==> config.mk <==
export PLATFORM = sky130hd
export DESIGN_NAME = dds_top
export DESIGN_NICKNAME = d
export VERILOG_FILES = /design/src/hdl/dds_pkg.sv /design/src/hdl/dds_top.sv /design/src/hdl/dds_wave_gen.sv /design/src/hdl/dds_phase_acc.sv /design/src/hdl/dds_regs.sv
export SDC_FILE = /design/constraint.sdc
export NUM_CORES = 1
export LEC_CHECK = 0
export BUFFER_PORTS_ARGS = -buffer_cell sky130_fd_sc_hd__clkbuf_2
export CAP_MARGIN = 40
export CORE_MARGIN = 1
export CORE_UTILIZATION = 54
export DETAILED_ROUTE_END_ITERATION = 8
export PLACE_DENSITY = 0.84
export RECOVER_POWER = 100
export SYNTH_ARGS = -nofsm -noshare
export SYNTH_HDL_FRONTEND = slang
export SYNTH_HIERARCHICAL = 1
export SYNTH_SLANG_ARGS = --single-unit
==> constraint.sdc <==
create_clock -name sys_clk -period 7 [get_ports sys_clk]
set_input_delay 0 -clock sys_clk [delete_from_list [all_inputs] [get_ports sys_clk]]
set_output_delay 0 -clock sys_clk [all_outputs]
set_load 0.01 [all_outputs]
==> src/hdl/dds_pkg.sv <==
package dds_pkg;

    // one-hot waveform select codes
    typedef enum logic [3:0] {
        wave_sine     = 4'd1,
        wave_square   = 4'd2,
        wave_triangle = 4'd4,
        wave_saw      = 4'd8
    } dds_wave_e;

    // register map on the low address byte
    localparam logic [7:0] addr_amp   = 8'h00;
    localparam logic [7:0] addr_freq  = 8'h04;  // 0x08 left unmapped
    localparam logic [7:0] addr_phase = 8'h0C;
    localparam logic [7:0] addr_wave  = 8'h10;

    // register contents after reset
    localparam logic [31:0] rst_amp   = 32'd256;     // unity gain
    localparam logic [31:0] rst_freq  = 32'd42949;   // about 1e-5 of sys_clk
    localparam logic [31:0] rst_phase = 32'd1024;    // quarter turn at 12 bit phase
    localparam dds_wave_e   rst_wave  = wave_sine;

    ////////////////////////////////////////////////////////////////////////////
    // quarter wave sine table
    ////////////////////////////////////////////////////////////////////////////

    // entry i = round(127 * sin((i + 0.5) * pi / 128))
    // half-step offset keeps the mirrored quadrants free of duplicate points
    localparam logic [6:0] sine_lut [64] = '{
        7'd2,   7'd5,   7'd8,   7'd11,  7'd14,  7'd17,  7'd20,  7'd23,
        7'd26,  7'd29,  7'd32,  7'd35,  7'd38,  7'd41,  7'd44,  7'd47,
        7'd50,  7'd53,  7'd56,  7'd58,  7'd61,  7'd64,  7'd67,  7'd69,
        7'd72,  7'd74,  7'd77,  7'd79,  7'd82,  7'd84,  7'd86,  7'd89,
        7'd91,  7'd93,  7'd95,  7'd97,  7'd99,  7'd101, 7'd103, 7'd105,
        7'd106, 7'd108, 7'd110, 7'd111, 7'd113, 7'd114, 7'd115, 7'd117,
        7'd118, 7'd119, 7'd120, 7'd121, 7'd122, 7'd123, 7'd124, 7'd124,
        7'd125, 7'd125, 7'd126, 7'd126, 7'd127, 7'd127, 7'd127, 7'd127
    };

    function automatic logic [6:0] quarter_sine(input logic [5:0] idx);
        return sine_lut[idx];  // caller applies the sign
    endfunction

endpackage
==> src/hdl/dds_top.sv <==
`timescale 1ns/10ps

module dds_top import dds_pkg::*; #(
    parameter int phase_width = 32,  // accumulator width
    parameter int table_bits  = 12   // 10 and 14 also work
) (
    input  logic        sys_clk,
    input  logic        sys_rst_n,
    input  logic        cmd_valid,
    output logic        cmd_ready,
    input  logic [31:0] cmd_addr,
    input  logic        cmd_read,
    input  logic [31:0] cmd_wdata,
    output logic        rsp_valid,
    input  logic        rsp_ready,
    output logic        rsp_err,
    output logic [31:0] rsp_rdata,
    output logic [7:0]  dac_data
);

    logic [8:0]             amp;        // 256 = unity
    logic [phase_width-1:0] freq_word;  // tuning word
    logic [table_bits-1:0]  phase_off;
    logic [table_bits-1:0]  phase;      // accumulator to wave stage
    dds_wave_e              wave_sel;

    ////////////////////////////////////////////////////////////////////////////
    // register block, then accumulator and wave stage
    ////////////////////////////////////////////////////////////////////////////

    dds_regs #(.phase_width(phase_width), .table_bits(table_bits)) i_dds_regs (
        .sys_clk, .sys_rst_n,
        .cmd_valid, .cmd_read, .cmd_addr, .cmd_wdata, .cmd_ready,
        .rsp_valid, .rsp_err, .rsp_ready, .rsp_rdata,
        .amp, .freq_word, .phase_off, .wave_sel
    );

    dds_phase_acc #(.phase_width(phase_width), .table_bits(table_bits)) i_dds_phase_acc (
        .sys_clk, .sys_rst_n,
        .freq_word, .phase_off,
        .phase
    );

    // dac_data trails the accumulator by 3 cycles
    dds_wave_gen #(.table_bits(table_bits)) i_dds_wave_gen (
        .sys_clk, .sys_rst_n,
        .phase, .wave_sel, .amp,
        .dac_data
    );

endmodule

==> src/hdl/dds_wave_gen.sv <==
`timescale 1ns/10ps

module dds_wave_gen import dds_pkg::*; #(
    parameter int table_bits = 12
) (
    input  logic                  sys_clk,
    input  logic                  sys_rst_n,
    input  logic [table_bits-1:0] phase,
    input  dds_wave_e             wave_sel,
    input  logic [8:0]            amp,
    output logic [7:0]            dac_data
);

    logic [7:0]         p;          // top 8 phase bits as 0..255
    logic [5:0]         sin_idx;    // quarter table index
    logic [6:0]         sin_mag;
    logic [8:0]         tri_dist;   // |p - 128|
    logic signed [9:0]  tri_val;
    logic signed [9:0]  saw_val;
    logic signed [7:0]  shape_d;    // stage 1 result in -127..127
    logic signed [7:0]  shape_q;
    logic signed [17:0] prod;       // shape times amp
    logic signed [9:0]  scaled;     // prod >>> 8
    logic signed [10:0] code_wide;  // before clamp

    assign p = phase[table_bits-1 -: 8];  // lower bits dropped

    ////////////////////////////////////////////////////////////////////////////
    // stage 1 shape
    ////////////////////////////////////////////////////////////////////////////

    always_comb begin
        sin_idx  = p[6] ? ~p[5:0] : p[5:0];  // mirror 2nd and 4th quadrant
        sin_mag  = quarter_sine(sin_idx);
        tri_dist = p[7] ? {2'b00, p[6:0]} : (9'd128 - {1'b0, p});
        tri_val  = 10'sd127 - $signed({tri_dist, 1'b0});  // 127 - 2*dist
        saw_val  = $signed({2'b00, p}) - 10'sd128;

        case (wave_sel)
            wave_sine: begin
                shape_d = p[7] ? -$signed({1'b0, sin_mag}) : $signed({1'b0, sin_mag});
            end
            wave_square: begin
                shape_d = p[7] ? -8'sd127 : 8'sd127;
            end
            wave_triangle: begin
                // ends reach -129
                shape_d = (tri_val < -10'sd127) ? -8'sd127 : tri_val[7:0];
            end
            wave_saw: begin
                shape_d = (saw_val < -10'sd127) ? -8'sd127 : saw_val[7:0];  // p = 0 only
            end
            default: shape_d = 8'sd0;  // mid-scale out for a code that is not one-hot
        endcase
    end

    always_ff @(posedge sys_clk) begin
        if (!sys_rst_n) begin
            shape_q <= 8'sd0;
        end else begin
            shape_q <= shape_d;
        end
    end

    ////////////////////////////////////////////////////////////////////////////
    // stage 2 amplitude and offset binary
    ////////////////////////////////////////////////////////////////////////////

    // amp 256 is unity and 511 overshoots into the clamp below
    assign prod      = shape_q * $signed({1'b0, amp});
    assign scaled    = prod[17:8];              // floor toward -inf
    assign code_wide = 11'sd128 + scaled;       // -126..381

    always_ff @(posedge sys_clk) begin
        if (!sys_rst_n) begin
            dac_data <= 8'd128;  // mid-scale
        end else if (code_wide < 11'sd0) begin
            dac_data <= 8'd0;
        end else if (code_wide > 11'sd255) begin
            dac_data <= 8'd255;
        end else begin
            dac_data <= code_wide[7:0];
        end
    end

endmodule

==> src/hdl/dds_phase_acc.sv <==
`timescale 1ns/10ps

module dds_phase_acc #(
    parameter int phase_width = 32,
    parameter int table_bits  = 12
) (
    input  logic                   sys_clk,
    input  logic                   sys_rst_n,
    input  logic [phase_width-1:0] freq_word,
    input  logic [table_bits-1:0]  phase_off,
    output logic [table_bits-1:0]  phase
);

    logic [phase_width-1:0] acc;      // free running accumulator
    logic [table_bits-1:0]  acc_top;  // truncated table phase

    assign acc_top = acc[phase_width-1 -: table_bits];

    ////////////////////////////////////////////////////////////////////////////
    // accumulator and offset stage
    ////////////////////////////////////////////////////////////////////////////

    // acc(n+1) = acc(n) + freq_word(n)
    always_ff @(posedge sys_clk) begin
        if (!sys_rst_n) begin
            acc <= '0;
        end else begin
            acc <= acc + freq_word;  // modulo 2^phase_width
        end
    end

    // offset added after truncation
    // sum wraps at the table size, so no carry handling
    always_ff @(posedge sys_clk) begin
        if (!sys_rst_n) begin
            phase <= '0;
        end else begin
            phase <= acc_top + phase_off;
        end
    end

endmodule

==> src/hdl/dds_regs.sv <==
`timescale 1ns/10ps

module dds_regs import dds_pkg::*; #(
    parameter int phase_width = 32,
    parameter int table_bits  = 12
) (
    input  logic                   sys_clk,
    input  logic                   sys_rst_n,
    input  logic                   cmd_valid,
    input  logic                   cmd_read,
    input  logic [31:0]            cmd_addr,
    input  logic [31:0]            cmd_wdata,
    output logic                   cmd_ready,
    output logic                   rsp_valid,
    output logic                   rsp_err,
    input  logic                   rsp_ready,
    output logic [31:0]            rsp_rdata,
    output logic [8:0]             amp,
    output logic [phase_width-1:0] freq_word,
    output logic [table_bits-1:0]  phase_off,
    output dds_wave_e              wave_sel
);

    logic [31:0] amp_reg;   // full word kept for readback
    logic        cmd_hsk;   // command accepted this cycle
    logic        addr_hit;  // low byte matches a register
    logic [31:0] rd_word;   // selected register, zero-extended

    // a taken response frees the single slot in the same cycle
    assign cmd_ready = ~rsp_valid | rsp_ready;
    assign cmd_hsk   = cmd_valid & cmd_ready;
    assign amp       = amp_reg[8:0];  // core only needs 0..511

    ////////////////////////////////////////////////////////////////////////////
    // address decode
    ////////////////////////////////////////////////////////////////////////////

    always_comb begin
        addr_hit = 1'b1;
        rd_word  = 32'd0;
        case (cmd_addr[7:0])  // upper address bits ignored
            addr_amp:   rd_word = amp_reg;
            addr_freq:  rd_word = 32'(freq_word);
            addr_phase: rd_word = 32'(phase_off);
            addr_wave:  rd_word = 32'(wave_sel);
            default:    addr_hit = 1'b0;  // 0x08 lands here too
        endcase
    end

    ////////////////////////////////////////////////////////////////////////////
    // control registers
    ////////////////////////////////////////////////////////////////////////////

    always_ff @(posedge sys_clk) begin
        if (!sys_rst_n) begin
            amp_reg   <= rst_amp;
            freq_word <= rst_freq[phase_width-1:0];
            phase_off <= rst_phase[table_bits-1:0];
            wave_sel  <= rst_wave;
        end else if (cmd_hsk && !cmd_read) begin
            case (cmd_addr[7:0])
                addr_amp:   amp_reg   <= cmd_wdata;
                addr_freq:  freq_word <= cmd_wdata[phase_width-1:0];
                addr_phase: phase_off <= cmd_wdata[table_bits-1:0];
                addr_wave:  wave_sel  <= dds_wave_e'(cmd_wdata[3:0]);  // any code stored
                default: ;  // miss writes nothing
            endcase
        end
    end

    ////////////////////////////////////////////////////////////////////////////
    // response slot
    ////////////////////////////////////////////////////////////////////////////

    always_ff @(posedge sys_clk) begin
        if (!sys_rst_n) begin
            rsp_valid <= 1'b0;
        end else if (cmd_hsk) begin
            rsp_valid <= 1'b1;  // one response per read or write
        end else if (rsp_ready) begin
            rsp_valid <= 1'b0;
        end
    end

    // payload holds while the slot waits on rsp_ready
    always_ff @(posedge sys_clk) begin
        if (cmd_hsk) begin
            rsp_err   <= ~addr_hit;
            rsp_rdata <= cmd_read ? rd_word : 32'd0;  // writes answer with zero
        end
    end

endmodule

==> results.cfg <==
[floorplanning]
num_rows = 55
io_pins = 112
dieHeight_um = 154
start_util_pct = 55.3
die_w_um = 154
core_area_sq_mm = 0.0227
die_area_sq_mm = 0.0239

[setup_path]
worst_ep_required_time_ps = 7340
cp_slowest_stage_delay_ps = 540
worst-r2r-setup-slack_ps = 890
start_kind = register
cp_num_buf_inv = 5
cp_max_fo = 9
worstPathArrival_ps = 6450
r2r_end = i_dds_wave_gen/dac_data[7]
r2r-start = i_dds_wave_gen/shape_q[7]
path_class = reg2reg
cp-end-kind = register
cp_top_family = adder cells
path_cells = clkinv_1 > nor2_1 > fa_1 > fa_1 > fa_1 > inv_1 > fa_1 > inv_1 > ha_1 > a21o_1 > or3_1 > o211ai_1 > a21boi_0 > nor2_1 > xnor2_1 > inv_1 > ha_1 > inv_1 > or3_1 > or3_1 > or4_1 > a22oi_2
slowest_stage = fa_1
worstRegToRegCells = 22

[power]
p_leak_uw = 0.00634
total_power_uw = 2380
powerDensity_mw_per_mm2 = 172
ir_drop_mv = 0.161

[sta]
period_share_pct = 87.3
tightest_slew_ps = 3610
relSlewSlack_pct = -141
fin_skew_ps = 12.6
setup_slack_ps = 890
max_freq_mhz = 164
rsz0062_at_grt = false
hold_viol_final = 1
finalSetupViolations = 0
hold_slack_ps = -7.10
tns_ps = 0
period_minus_slack_ps = 6110
finalMaxSlewViolations = 201

[status]
violations = hold timing, capacitance limit, slew limit
status = finished, violations left

[cells_and_area]
fin_nets = 1689
fillCellCount = 1815
syn_to_final_growth_pct = 10.4
n_antenna_cell = 0
fin_cells = 1776
drive_above_1_share_pct = 7.98

[logic_synthesis]
synth_area_sq_mm = 0.0126
postSynthCellCount = 1401
syn-num-nets = 1612
avgSynthCellArea_sq_um = 8.96
yosys_warnings = 6

[cts]
cts_sinks = 170
clk_pin_slew_worst_paths_ps = 70
h-tree-depth = 4
post_cts_resized = 0
cts_buffers = 17
clock_path_buffers = 2
clock_latency_ps = 440
cts_tree = yes
cts_hold_buf = 36
cts_root_buffer = clkbuf_16
post-cts-setup-buffers = 0

[worst_hold_path]
worstHoldStart = cmd_addr[0]
min_to = i_dds_regs/rsp_err
hp-class = in2reg
min_path_cells = 3

[global_routing]
grt_pass1_vias = 10417
overflow = 0
grt_util_all_layers_pct = 27.1
grt_pass1_wl_um = 52100
grt_max_degree = 93
antenna_found_initial = 0

[detailed_routing]
drcViolationCount = 0
drt-initial-drc-count = 998
detail_route.wl_per_cell_um = 18.1
ant_nets = 0
via_per_inst = 6.13
drt-pass1-iter-count = 6
routed_wl_um = 32200
num_vias = 10892

[placed_design]
pre_cts_slack_ps = 946
place.gp.congestion = 0.930
dp_hpwl_um = 22500
place_inst = 1708
place.port_buffers = 87

[flow_run]
maxCapViolCount = 5
==> worst register-to-register path, stage by stage (launching register included) <==
cell	delay (ps)
dfxtp_1	430
clkinv_1	280
nor2_1	240
fa_1	440
fa_1	520
fa_1	540
inv_1	60
fa_1	530
inv_1	40
ha_1	400
a21o_1	210
or3_1	310
o211ai_1	210
a21boi_0	160
nor2_1	140
xnor2_1	100
inv_1	70
ha_1	140
inv_1	30
or3_1	340
or3_1	290
or4_1	410
a22oi_2	130
==> where the power goes <==
group	leakage (uW)	switching (uW)	internal [uW]	total (uW)
Combinational	0.00460	226	154	380
Clock	0.000291	460	484	943
Sequential	0.00144	20.7	1040	1060
==> routing by layer <==
metal	GRT usage [%]	wire length [um]	part of all wire [%]	up-vias
met5	0	0	0	-
met4	11.1	1090	3.4	0
met3	4.54	2030	6.3	100
met2	46.3	15600	49	508
met1	34.0	13400	42	5195
li1	-	-	-	5089
==> cells in the final DEF, fill, tap and decap left out, drive strengths merged, types with 18 or more instances in the layout <==
| master | count |
|---|---|
| fa | 43 |
| o21ai | 54 |
| and2 | 80 |
| xnor2 | 32 |
| nand3 | 42 |
| dlygate4sd3 | 36 |
| a21oi | 72 |
| mux2i | 91 |
| inv | 86 |
| clkbuf | 108 |
| nand2 | 148 |
| nor2 | 94 |
| nor3 | 21 |
| a21o | 26 |
| xor2 | 19 |
| dfxtp | 137 |
| nand2b | 18 |
| edfxtp | 33 |
| ha | 99 |
==> per-stage QoR <==
step                utilization (%)  area (sq um)
floorplan                         -         12600
global placement               57.1         13000
detailed placement             57.5         13100
CTS                            61.7         14000
global route                   61.0         13900
finish                         61.0         13900
==> layout make-up <==
class                      instances  area (sq um)  share of cell area, %
clock buffer                      17           425                   3.07
clock inverter                    15           179                   1.29
inverter                          80           300                   2.17
multi-input combinational       1073          8030                   57.9
sequential                       170          3730                   26.9
tap                              285           357                   2.57
timing repair buffer             136           833                   6.01
==> worst max-delay path by stage <==
stage | to | from | depth (start not counted) | slack, ps
6_report | i_dds_wave_gen/dac_data[7] | i_dds_wave_gen/shape_q[7] | 22 | 890
5_1_grt | i_dds_wave_gen/dac_data[7] | i_dds_wave_gen/shape_q[7] | 22 | 480
4_1_cts | i_dds_wave_gen/dac_data[7] | i_dds_wave_gen/shape_q[7] | 22 | 920
3_5_place_dp | i_dds_wave_gen/dac_data[7] | i_dds_wave_gen/shape_q[7] | 22 | 950
3_3_place_gp | i_dds_wave_gen/dac_data[7] | i_dds_wave_gen/shape_q[7] | 22 | 1040
2_1_floorplan | i_dds_wave_gen/dac_data[7] | i_dds_wave_gen/shape_q[7] | 23 | 1340
Power figures use the tool's default switching activity.
